===== src/hdl/minimig_io_params.svh =====
/*
  Minimig board I/O build constants
  Channel count and timing of debounce and LED stretch
*/

`ifndef MINIMIG_IO_PARAMS_SVH
`define MINIMIG_IO_PARAMS_SVH

// Ten switches then four keys
`define MINIMIG_IO_NUM_IN 14

// clk_28 cycles per debounce sample
`define MINIMIG_IO_TICK_DIV 8

// Ticks of agreement before the output follows
`define MINIMIG_IO_DEB_COUNT 4

// Cycles an activity LED stays lit
`define MINIMIG_IO_STRETCH_LEN 16

`endif


===== src/hdl/minimig_io_pkg.sv =====
/*
  Minimig board I/O shared types
  Switch, key, display and config vectors
*/

`include "minimig_io_params.svh"

package minimig_io_pkg;

  typedef logic [9:0] sw_vec_t;    // SW9..SW0, high is on

  typedef logic [3:0] key_vec_t;   // KEY3..KEY0, low is pressed

  // Switches in bits 9..0, keys above
  typedef logic [`MINIMIG_IO_NUM_IN-1:0] in_vec_t;

  typedef logic [6:0] seg7_t;      // Segments g..a, active low

  typedef logic [7:0] track_t;     // Floppy track number

  typedef logic [3:0] ctrl_cfg_t;  // Control core config nibble

endpackage


===== src/hdl/debounce_tick.sv =====
/*
  Debounce tick generator
  One-cycle sample strobe every MINIMIG_IO_TICK_DIV cycles
*/

`include "minimig_io_params.svh"

module debounce_tick (
  input  logic clk_28,  // System clock
  input  logic rst,     // Sync reset
  output logic tick     // Sample strobe
);

  localparam int unsigned DIV = `MINIMIG_IO_TICK_DIV;
  localparam int unsigned CW  = $clog2(DIV);
  localparam logic [CW-1:0] CNT_LAST = CW'(DIV - 1);

  logic [CW-1:0] div_cnt;  // Prescaler

  always_ff @(posedge clk_28) begin
    if (rst) begin
      div_cnt <= '0;
      tick    <= 1'b0;
    end else if (div_cnt == CNT_LAST) begin
      div_cnt <= '0;             // Wrap
      tick    <= 1'b1;           // Pulse once per period
    end else begin
      div_cnt <= div_cnt + 1'b1;
      tick    <= 1'b0;
    end
  end

endmodule


===== src/hdl/switch_debouncer.sv =====
/*
  Switch debouncer
  Two-flop synchronizer and stable-count filter for one line
*/

`include "minimig_io_params.svh"

module switch_debouncer #(
  parameter logic RESET_LEVEL = 1'b0  // 1 for active-low keys
) (
  input  logic clk_28,  // System clock
  input  logic rst,     // Sync reset
  input  logic tick,    // Sample strobe
  input  logic raw,     // Board pin
  output logic level    // Debounced level
);

  localparam int unsigned DEB = `MINIMIG_IO_DEB_COUNT;
  localparam int unsigned CW  = $clog2(DEB + 1);
  localparam logic [CW-1:0] CNT_LAST = CW'(DEB - 1);

  logic [1:0]    sync_q;   // Synchronizer chain
  logic [CW-1:0] stable;   // Ticks with differing input

  ////////////////////
  // Synchronizer
  ////////////////////

  always_ff @(posedge clk_28) begin
    if (rst) sync_q <= {2{RESET_LEVEL}};  // Start idle, no false flip
    else     sync_q <= {sync_q[0], raw};
  end

  ////////////////////
  // Stable counter
  ////////////////////

  always_ff @(posedge clk_28) begin
    if (rst) begin
      stable <= '0;
      level  <= RESET_LEVEL;
    end else if (sync_q[1] == level) begin
      stable <= '0;                  // Agreement clears the run
    end else if (tick) begin
      if (stable == CNT_LAST) begin
        stable <= '0;
        level  <= sync_q[1];         // New value held long enough
      end else begin
        stable <= stable + 1'b1;
      end
    end
  end

endmodule


===== src/hdl/board_config.sv =====
/*
  Board configuration decoder
  Debounced switches and keys to config levels, UART steering
*/

module board_config import minimig_io_pkg::*; (
  input  in_vec_t   debounced,     // Conditioned switches and keys
  // UART
  input  logic      uart_rxd,      // Board serial in
  input  logic      ctrl_txd,      // Control core serial out
  input  logic      minimig_txd,   // Emulated port serial out
  output logic      uart_txd,      // Board serial out
  output logic      minimig_rxd,   // Emulated port serial in
  // Config
  output ctrl_cfg_t ctrl_cfg,      // Control core config
  output logic      audio_exchan,  // Swap left and right
  output logic      audio_mix,     // Blend channels
  output logic      joy_emu_en,    // Keyboard joystick emulation
  output logic      scan_15khz,    // Scandoubler disable
  output logic      mouse_btn1,    // Active low
  output logic      mouse_btn2,    // Active low
  output logic      rst_ext        // External reset request
);

  // Key lines sit above the switches
  localparam int unsigned KEY_BASE = $bits(sw_vec_t);

  logic uart_sel;  // High routes the board UART to the control core

  ////////////////////
  // Switches
  ////////////////////

  assign scan_15khz   = debounced[9];
  assign joy_emu_en   = debounced[8];
  assign audio_exchan = debounced[7];
  assign audio_mix    = debounced[6];
  assign uart_sel     = debounced[5];
  assign ctrl_cfg     = debounced[4:1];  // SW4..SW1

  ////////////////////
  // Keys
  ////////////////////

  assign mouse_btn1 = debounced[KEY_BASE + 3];
  assign mouse_btn2 = debounced[KEY_BASE + 2];
  assign rst_ext    = ~debounced[KEY_BASE + 0];  // Pressed KEY0 resets

  // UART steering, emulated port idles high while detached
  assign uart_txd    = uart_sel ? ctrl_txd : minimig_txd;
  assign minimig_rxd = uart_sel ? 1'b1     : uart_rxd;

endmodule


===== src/hdl/activity_display.sv =====
/*
  Activity display
  Track number on two hex digits, stretched FIFO activity and status LEDs
*/

`include "minimig_io_params.svh"

module activity_display import minimig_io_pkg::*; (
  input  logic       clk_28,       // System clock
  input  logic       rst,          // Sync reset
  input  track_t     track,        // Floppy track number
  input  logic       floppy_fwr,   // Floppy FIFO write strobe
  input  logic       floppy_frd,   // Floppy FIFO read strobe
  input  logic       hd_fwr,       // HD FIFO write strobe
  input  logic       hd_frd,       // HD FIFO read strobe
  input  logic [2:0] status,       // ROM, RAM, REG
  input  logic [3:0] ctrl_status,  // Control core LEDs
  output seg7_t      hex_0,        // Low nibble digit
  output seg7_t      hex_1,        // High nibble digit
  output logic [7:0] led_g,        // Green LEDs
  output logic [3:0] led_r         // Red LEDs
);

  localparam int unsigned SL = `MINIMIG_IO_STRETCH_LEN;
  localparam int unsigned CW = $clog2(SL + 1);
  localparam logic [CW-1:0] STRETCH_LOAD = CW'(SL);

  localparam seg7_t SEG_BLANK = 7'h7f;  // All segments off

  logic [3:0]    strobe;               // Activity strobes in LED order
  logic [CW-1:0] stretch_cnt [4];      // Remaining lit cycles
  logic [2:0]    status_q;
  logic [3:0]    ctrl_status_q;

  // Hex nibble to segments with bit 0 as segment a
  function automatic seg7_t seg_decode(input logic [3:0] nib);
    seg7_t seg;
    case (nib)
      4'h0: seg = 7'h40;
      4'h1: seg = 7'h79;
      4'h2: seg = 7'h24;
      4'h3: seg = 7'h30;
      4'h4: seg = 7'h19;
      4'h5: seg = 7'h12;
      4'h6: seg = 7'h02;
      4'h7: seg = 7'h78;
      4'h8: seg = 7'h00;
      4'h9: seg = 7'h10;
      4'ha: seg = 7'h08;
      4'hb: seg = 7'h03;
      4'hc: seg = 7'h46;
      4'hd: seg = 7'h21;
      4'he: seg = 7'h06;
      default: seg = 7'h0e;  // F
    endcase
    return seg;
  endfunction

  ////////////////////
  // Track digits
  ////////////////////

  always_ff @(posedge clk_28) begin
    if (rst) begin
      hex_0 <= SEG_BLANK;
      hex_1 <= SEG_BLANK;
    end else begin
      hex_0 <= seg_decode(track[3:0]);
      hex_1 <= seg_decode(track[7:4]);
    end
  end

  ////////////////////
  // Activity stretch
  ////////////////////

  assign strobe = {hd_frd, hd_fwr, floppy_frd, floppy_fwr};

  always_ff @(posedge clk_28) begin
    for (int i = 0; i < 4; i++) begin
      if (rst)                     stretch_cnt[i] <= '0;
      else if (strobe[i])          stretch_cnt[i] <= STRETCH_LOAD;  // Restart on any strobe
      else if (stretch_cnt[i] != 0) stretch_cnt[i] <= stretch_cnt[i] - 1'b1;
    end
  end

  // Status registers one cycle behind the inputs
  always_ff @(posedge clk_28) begin
    if (rst) begin
      status_q      <= '0;
      ctrl_status_q <= '0;
    end else begin
      status_q      <= status;
      ctrl_status_q <= ctrl_status;
    end
  end

  assign led_g = {1'b0,                     // Unused
                  status_q,                 // ROM, RAM, REG
                  (stretch_cnt[3] != 0),    // Lit while counting
                  (stretch_cnt[2] != 0),
                  (stretch_cnt[1] != 0),
                  (stretch_cnt[0] != 0)};
  assign led_r = ctrl_status_q;

endmodule


===== src/hdl/minimig_io_top.sv =====
/*
  Minimig board I/O top
  Input conditioning, config decode, UART steering and activity display
*/

`include "minimig_io_params.svh"

module minimig_io_top import minimig_io_pkg::*; (
  input  logic       clk_28,        // System clock
  input  logic       rst,           // Sync reset
  // Board inputs
  input  sw_vec_t    sw,            // Toggle switches
  input  key_vec_t   key,           // Push buttons, active low
  // UART
  input  logic       uart_rxd,
  input  logic       ctrl_txd,
  input  logic       minimig_txd,
  output logic       uart_txd,
  output logic       minimig_rxd,
  // Config
  output ctrl_cfg_t  ctrl_cfg,
  output logic       audio_exchan,
  output logic       audio_mix,
  output logic       joy_emu_en,
  output logic       scan_15khz,
  output logic       mouse_btn1,
  output logic       mouse_btn2,
  output logic       rst_ext,
  // Activity sources
  input  track_t     track,
  input  logic       floppy_fwr,
  input  logic       floppy_frd,
  input  logic       hd_fwr,
  input  logic       hd_frd,
  input  logic [2:0] status,        // ROM, RAM, REG
  input  logic [3:0] ctrl_status,
  // Indicators
  output seg7_t      hex_0,
  output seg7_t      hex_1,
  output logic [7:0] led_g,
  output logic [3:0] led_r
);

  localparam int unsigned NUM_SW = $bits(sw_vec_t);

  logic    tick;       // Shared sample strobe
  in_vec_t raw_in;     // Keys above switches
  in_vec_t debounced;

  assign raw_in = {key, sw};

  ////////////////////
  // Conditioning
  ////////////////////

  debounce_tick u_tick (
    .clk_28 (clk_28),
    .rst    (rst),
    .tick   (tick)
  );

  for (genvar i = 0; i < `MINIMIG_IO_NUM_IN; i++) begin : g_deb
    switch_debouncer #(
      .RESET_LEVEL ((i >= NUM_SW) ? 1'b1 : 1'b0)  // Keys rest released
    ) u_deb (
      .clk_28 (clk_28),
      .rst    (rst),
      .tick   (tick),
      .raw    (raw_in[i]),
      .level  (debounced[i])
    );
  end

  board_config u_cfg (
    .debounced    (debounced),
    .uart_rxd     (uart_rxd),
    .ctrl_txd     (ctrl_txd),
    .minimig_txd  (minimig_txd),
    .uart_txd     (uart_txd),
    .minimig_rxd  (minimig_rxd),
    .ctrl_cfg     (ctrl_cfg),
    .audio_exchan (audio_exchan),
    .audio_mix    (audio_mix),
    .joy_emu_en   (joy_emu_en),
    .scan_15khz   (scan_15khz),
    .mouse_btn1   (mouse_btn1),
    .mouse_btn2   (mouse_btn2),
    .rst_ext      (rst_ext)
  );

  ////////////////////
  // Indicators
  ////////////////////

  activity_display u_disp (
    .clk_28      (clk_28),
    .rst         (rst),
    .track       (track),
    .floppy_fwr  (floppy_fwr),
    .floppy_frd  (floppy_frd),
    .hd_fwr      (hd_fwr),
    .hd_frd      (hd_frd),
    .status      (status),
    .ctrl_status (ctrl_status),
    .hex_0       (hex_0),
    .hex_1       (hex_1),
    .led_g       (led_g),
    .led_r       (led_r)
  );

endmodule


===== config.mk =====
export PLATFORM = sky130hd
export DESIGN_NAME = minimig_io_top
export DESIGN_NICKNAME = d
export VERILOG_FILES = /design/src/hdl/minimig_io_pkg.sv /design/src/hdl/debounce_tick.sv /design/src/hdl/switch_debouncer.sv /design/src/hdl/board_config.sv /design/src/hdl/activity_display.sv /design/src/hdl/minimig_io_top.sv
export VERILOG_INCLUDE_DIRS = /design/src /design/src/hdl
export SDC_FILE = /design/constraint.sdc
export NUM_CORES = 1
export LEC_CHECK = 0
export BUFFER_PORTS_ARGS = -buffer_cell sky130_fd_sc_hd__buf_2
export CAP_MARGIN = 20
export CORE_MARGIN = 4
export CORE_UTILIZATION = 51
export CTS_BUF_LIST = sky130_fd_sc_hd__clkbuf_16
export DETAILED_ROUTE_END_ITERATION = 6
export PLACE_DENSITY = 0.8
export REMOVE_ABC_BUFFERS = 1
export SETUP_SLACK_MARGIN = 0.02
export SYNTH_ARGS = -nofsm -noshare
export SYNTH_HDL_FRONTEND = slang
export SYNTH_SLANG_ARGS = --single-unit

===== constraint.sdc =====
create_clock -name clk_28 -period 1.7 [get_ports clk_28]
set_input_delay 0.34 -clock clk_28 [delete_from_list [all_inputs] [get_ports clk_28]]
set_output_delay 0.34 -clock clk_28 [all_outputs]
set_load 0.05 [all_outputs]

==> results of run 1 <==
==> timing repair <==
item	4_1_cts	5_1_grt
endpoints found under the setup margin	20	38
resized for setup	29	17
setup buffers	8	6
pin swaps	1	5
==> layer usage <==
layer	global-route usage [%]	vias up	part of all wire [%]
met5	0	-	0
met4	7.484	0	1.4
met3	7.164	14	5.8
met2	31.75	88	51
met1	19.31	1800	41
li1	-	1921	-
==> cells by family after synthesis <==
logic type | share of synthesized area [%]
mux | 2.747
simple gates | 24.16
fa+ha+maj | 7.358
other cells | 0.07351
xor+xnor | 3.434
compound gates | 8.119
buf+inv | 4.268
flops | 49.84
==> where the power goes <==
group	switching [mW]	internal, mW
Clock	1.26	2.38
Combinational	1.34	1.43
Sequential	0.220	3.19
==> cells in the final DEF, fill, tap and decap left out, drive strengths merged, types with 5 or more instances in the layout <==
cell type and n:
inv 21, buf 101, a211o 8, clkinv 6
xor2 6, or2 9, xnor2 14, dfxtp 97
a31oi 9, nor2 59, nor3 20, and3 5
nand4b 9, nor2b 56, o21ai 12, ha 30
nand2 25, a21oi 27, edfxtp 20, clkbuf 18
nand2b 25, mux2i 8
==> sequential cells by signal (all words and copies together), names as in the netlist <==
| register | flops |
|---|---|
| u_disp.led_r | 4 |
| g_deb.u_deb.stable | 36 |
| u_tick.tick | 1 |
| u_disp.hex_0 | 7 |
| g_deb.u_deb.sync_q | 24 |
| u_tick.div_cnt | 3 |
| u_disp.hex_1 | 7 |
| u_disp.stretch_cnt | 20 |
| u_disp.status_q | 3 |
| g_deb.u_deb.level | 12 |
==> path summary, 6_finish.rpt <==
| check | start | end | depth (start not counted) |
|---|---|---|---|
| worst min-delay path | key[0] | g_deb[10].u_deb.sync_q[0] | 2 |
| worst max register to register | u_disp.stretch_cnt[2][1] | u_disp.stretch_cnt[2][2] | 5 |
| worst max-delay path | u_disp.stretch_cnt[2][1] | led_g[2] | 4 |
| worst min register to register | g_deb[12].u_deb.sync_q[0] | g_deb[12].u_deb.sync_q[1] | 1 |
==> final cells by class <==
type | instances | area (µm²) | share of cell area [%]
flip-flops and latches | 117 | 2545 | 39.37
multi-input cells | 352 | 2444 | 37.80
repair buffers | 101 | 638.1 | 9.872
clock buffers | 18 | 450.4 | 6.969
well taps | 133 | 166.4 | 2.575
clock inverters | 14 | 156.4 | 2.420
inverters | 17 | 63.81 | 0.9872
==> key figures, run 1 <==
Yosys
  • Seq cells post-synth: 117
  • Top post-synthesis cells by area: dfxtp_1 (38%), edfxtp_1 (12%), ha_1 (7.4%)
  • Post-Syn Area per Cell: 9.963 µm²
  • Count leader, synth: dfxtp_1
  • Largest area contributor in the netlist: dfxtp_1
  • Dominant synthesized flop cell: dfxtp_1
  • Synth warn: 0
  • Commonest cells post-synth: dfxtp_1 (97), nor2_1 (59), nor2b_1 (56)
  • Post-Synthesis Cells: 512
  • Synthesized cell area: 0.005101 mm²
  • Post-synth ARST share: 0%
  • Post-synth EDFFs: 20
  • Post-synth top area share: 38.07%
  • Seq/Total Area, Yosys: 49.84%
  • Netlist cell types: 41

Timing
  • Final Hold Viols: 0
  • Final Critical Period: 2066 ps
  • Highest Clock Rate: 484.0 MHz
  • Setup TNS: -1437 ps
  • Hold slack: 109.2 ps
  • Crit share post-route: 121.5%
  • Final WS setup: -366.0 ps
  • Max Slew Vio Count: 0
  • Setup violators final: 9
  • RSZ-0062 raised after global routing: yes
  • Setup Skew: 10.53 ps

Cells and area
  • Fin util: 66.13%
  • Final Non-Filler Cells: 752
  • Final Instance Area: 0.006464 mm²
  • Final nets: 674
  • Area Growth Syn to Fin: 26.71%
  • Fraction of layout instances using a drive strength above 1: 28.11%
  • # fillers: 766
  • N_diodes: 0

Worst setup path
  • R2R setup slack: -20 ps
  • Crit-path cells: inv_1, ha_2, or4b_4, buf_8
  • CP Buf/Inv Count: 2
  • Worst Setup End Kind: output port
  • CP Max Fanout: 2
  • CP Class: flop to output port
  • Slowest-stage cell, CP: or4b_4
  • Critical Path Max Stage Delay: 480 ps
  • CP delay by family, top: simple AND/OR/NAND/NOR gates
  • Data required, critical path: 1360 ps
  • Worst EP arrival: 1730 ps
  • CP startpoint kind: flop

Clock network
  • CTS Buf Count: 17
  • Hold-fix buffers, CTS: 0
  • Clk sinks: 117
  • Worst-Skew Late Latency: 410 ps
  • CTS max path bufs: 2
  • Clk slew on worst S/H paths: 60 ps
  • H-tree depth: 4
  • CTS tree: yes
  • Clk root buf: clkbuf_16

Detailed routing
  • Routed via count: 3823
  • Number of nets with antenna violations after routing: 0
  • Detailed-router iteration count before antenna repair: 6
  • Iter 0 DRT Violations: 112
  • Routed wire per std cell: 13.42 µm
  • Vias per cell: 5.084
  • DRC viols: 0
  • Wirelength, routed: 10090 µm

GRT
  • Initial antenna violation count: 0
  • GRT Total Usage: 18.07%
  • Vias in the first global route: 3872
  • Global route total overflow: 0
  • Largest net degree at the start of global routing: 27
  • Global-route wire length before repair: 16610 µm

Floorplanning
  • Initial core utilization: 52.19%
  • Die area: 0.01167 mm²
  • I/O pins: 77
  • # rows: 36
  • Die Wd: 108.0 µm
  • Die Y: 108.0 µm
  • Core area: 0.009774 mm²

Placement
  • Pre-CTS setup slack: -20.31 ps
  • Hpwl dp: 6650 µm
  • Routability cong.: 0.8341
  • Placed cell area: 0.005605 mm²
  • Number of I/O port buffers: 73
  • Dpl cells: 707

Pwr
  • Maximum vdd drop: 0.001103 V
  • Leak: 2.827 nW
  • Pwr dens: 1518 mW/mm²
  • Design Power: 9.811 mW

Outcome
  • Status: finished with violations
  • Violated checks: setup timing

Hold path
  • Worst hold path class: input port to flop

Flow run
  • Max-cap violations: 0
Note: power is estimated with default switching activity, not from simulation.
==> inputs of run 2 (changes only) <==
Settings changed: CORE_UTILIZATION 51 to 40, GPL_ROUTABILITY_DRIVEN set to 0, PLACE_DENSITY 0.8 to 0.66.
==> key figures, run 2 (synthesis gave the netlist of run 1 again) <==
Timing
  • Highest Clock Rate: 491.8 MHz (+1.6%)
  • RSZ-0062 raised after global routing: yes
  • Setup TNS: -1969 ps (-531.8 ps)
  • Final Critical Period: 2033 ps (-32.61 ps)
  • Setup Skew: 4.783 ps (-5.751 ps)
  • Max Slew Vio Count: 0 (unchanged)
  • Crit share post-route: 119.6% (-1.9 points)
  • Final WS setup: -333.4 ps (+32.61 ps)
  • Hold slack: 123.6 ps (+14.41 ps)
  • Final Hold Viols: 0 (unchanged)
  • Setup violators final: 13 (+4)

Placement
  • Pre-CTS setup slack: -5.053 ps (+15.26 ps)
  • Placed cell area: 0.005659 mm² (+0.96%)
  • Dpl cells: 745 (+5.4%)
  • Hpwl dp: 6788 µm (+2.1%)
  • Number of I/O port buffers: 73 (unchanged)

Hold path
  • Worst hold path class: input port to flop
  • Hold Path End: g_deb[12].u_deb.sync_q[0]
  • Worst hold path startpoint: key[2]
  • Worst Hold Path Cells: 2 (unchanged)

Clock network
  • Clk root buf: clkbuf_16
  • H-tree depth: 4 (unchanged)
  • CTS Buf Count: 17 (unchanged)
  • Worst-Skew Late Latency: 400 ps (about the same)
  • CTS tree: yes
  • CTS max path bufs: 2 (unchanged)
  • Clk slew on worst S/H paths: 50 ps (about the same)
  • Clk sinks: 117 (unchanged)
  • Hold-fix buffers, CTS: 0 (unchanged)

Worst setup path
  • Slowest-stage cell, CP: or4b_4
  • CP delay by family, top: simple AND/OR/NAND/NOR gates
  • Worst R2R End: u_disp.stretch_cnt[0][1]
  • Critical Path Max Stage Delay: 480 ps (about the same)
  • Crit-path cells: inv_2, ha_2, or4b_4, buf_8
  • CP Buf/Inv Count: 2 (unchanged)
  • Worst r2r path cells: 6 (+1)
  • CP startpoint kind: flop
  • CP Class: flop to output port
  • Worst EP arrival: 1690 ps (-40 ps)
  • R2R setup slack: -100 ps (-80 ps)
  • CP Max Fanout: 2 (unchanged)
  • Data required, critical path: 1360 ps (about the same)
  • Worst Setup End Kind: output port
  • RR Startpoint: u_disp.stretch_cnt[0][1]

Floorplanning
  • Initial core utilization: 41.60% (-11 points)
  • Die area: 0.01462 mm² (+25%)
  • # rows: 40 (+11%)
  • Core area: 0.01226 mm² (+25%)
  • I/O pins: 77 (unchanged)
  • Die Y: 120.9 µm (+12%)
  • Die Wd: 120.9 µm (+12%)

GRT
  • Global-route wire length before repair: 16360 µm (-1.5%)
  • Global route total overflow: 0 (unchanged)
  • GRT Total Usage: 14.00% (-4.1 points)
  • Initial antenna violation count: 0 (unchanged)
  • Largest net degree at the start of global routing: 24 (-11%)
  • Vias in the first global route: 3714 (-4.1%)

Detailed routing
  • Routed via count: 3738 (-2.2%)
  • Vias per cell: 4.750 (-6.6%)
  • DRC viols: 0 (unchanged)
  • Wirelength, routed: 9730 µm (-3.6%)
  • Number of nets with antenna violations after routing: 0 (unchanged)
  • Iter 0 DRT Violations: 166 (+48%)
  • Routed wire per std cell: 12.36 µm (-7.9%)
  • Detailed-router iteration count before antenna repair: 4 (-2)

Pwr
  • Comb pwr share: 28.6% (+0.4 points)
  • Seq pwr share: 36.7% (+2.0 points)
  • Leak: 2.782 nW (-1.6%)
  • Net Sw Frac: 28.63% (-0.15 points)
  • Psw: 2.646 mW (-6.3%)
  • Pwr dens: 1443 mW/mm² (-4.9%)
  • Design Power: 9.243 mW (-5.8%)
  • Maximum vdd drop: 0.0006872 V (-38%)
  • Internal power: 6.597 mW (-5.6%)
  • Clock Power Share: 34.7% (-2.4 points)

Cells and area
  • Fraction of layout instances using a drive strength above 1: 27.14% (-0.97 points)
  • Final nets: 674 (unchanged)
  • Fin util: 52.23% (-14 points)
  • Area Growth Syn to Fin: 25.56%
  • Most common cell after layout, fill and taps aside: dfxtp_1
  • Most frequent cells in the layout: dfxtp_1 (95), buf_2 (68), nor2_1 (59)
  • Final Non-Filler Cells: 787 (+4.7%)
  • Top reg by flops: g_deb.u_deb.stable
  • Max reg flops: 36 (unchanged)
  • N_diodes: 0 (unchanged)
  • Largest regs: g_deb.u_deb.stable x36, g_deb.u_deb.sync_q x24, u_disp.stretch_cnt x20
  • Final Instance Area: 0.006405 mm² (-0.91%)

Outcome
  • Violated checks: setup timing
  • Status: finished with violations

Flow run
  • Max-cap violations: 0 (unchanged)
## run 2: area by class of cell
| class | count | area [µm²] |
|---|---|---|
| well taps | 168 | 210.2 |
| clock buffers | 18 | 450.4 |
| clock inverters | 14 | 91.34 |
| inverters | 17 | 63.81 |
| multi-input cells | 352 | 2415 |
| flip-flops and latches | 117 | 2545 |
| repair buffers | 101 | 629.4 |
| fillers | 1099 | 5857 |
## run 2: power by group through the flow
stage          Sequential, mW  Clock, mW  Combinational (mW)
4_1_cts                  3.38       3.30                2.39
3_5_place_dp             3.43          0                1.95
6_report                 3.39       3.21                2.64
5_1_grt                  3.42       3.44                2.85
2_1_floorplan            3.51          0                1.33
3_3_place_gp             3.41          0                1.88
## run 2: what timing repair did
item	4_1_cts	5_1_grt
setup buffers	7	3
pin swaps	3	2
endpoints found under the setup margin	20	41
gates resized for setup	22	17
## run 2: worst max path at each step
stage / startpoint / to / slack (ps) / depth (start not counted)
2_1_floorplan: u_tick.tick / g_deb[10].u_deb.level / -370 / 3
3_3_place_gp: u_disp.stretch_cnt[1][0] / led_g[1] / 30 / 4
3_5_place_dp: u_disp.stretch_cnt[0][0] / u_disp.stretch_cnt[0][0] / -5 / 4
4_1_cts: u_disp.stretch_cnt[1][1] / led_g[1] / -350 / 4
5_1_grt: u_disp.stretch_cnt[0][0] / led_g[0] / -410 / 4
6_report: u_disp.stretch_cnt[0][1] / led_g[0] / -330 / 4
## run 2: metal layers
| layer | vias up | routed length (µm) | part of all wire, % | GRT usage [%] |
|---|---|---|---|---|
| met3 | 12 | 562 | 5.8 | 5.921 |
| li1 | 1915 | - | - | - |
| met2 | 74 | 4844 | 50 | 23.69 |
| met1 | 1737 | 4159 | 43 | 15.27 |
| met5 | - | 0 | 0 | 0 |
| met4 | 0 | 163 | 1.7 | 6.161 |
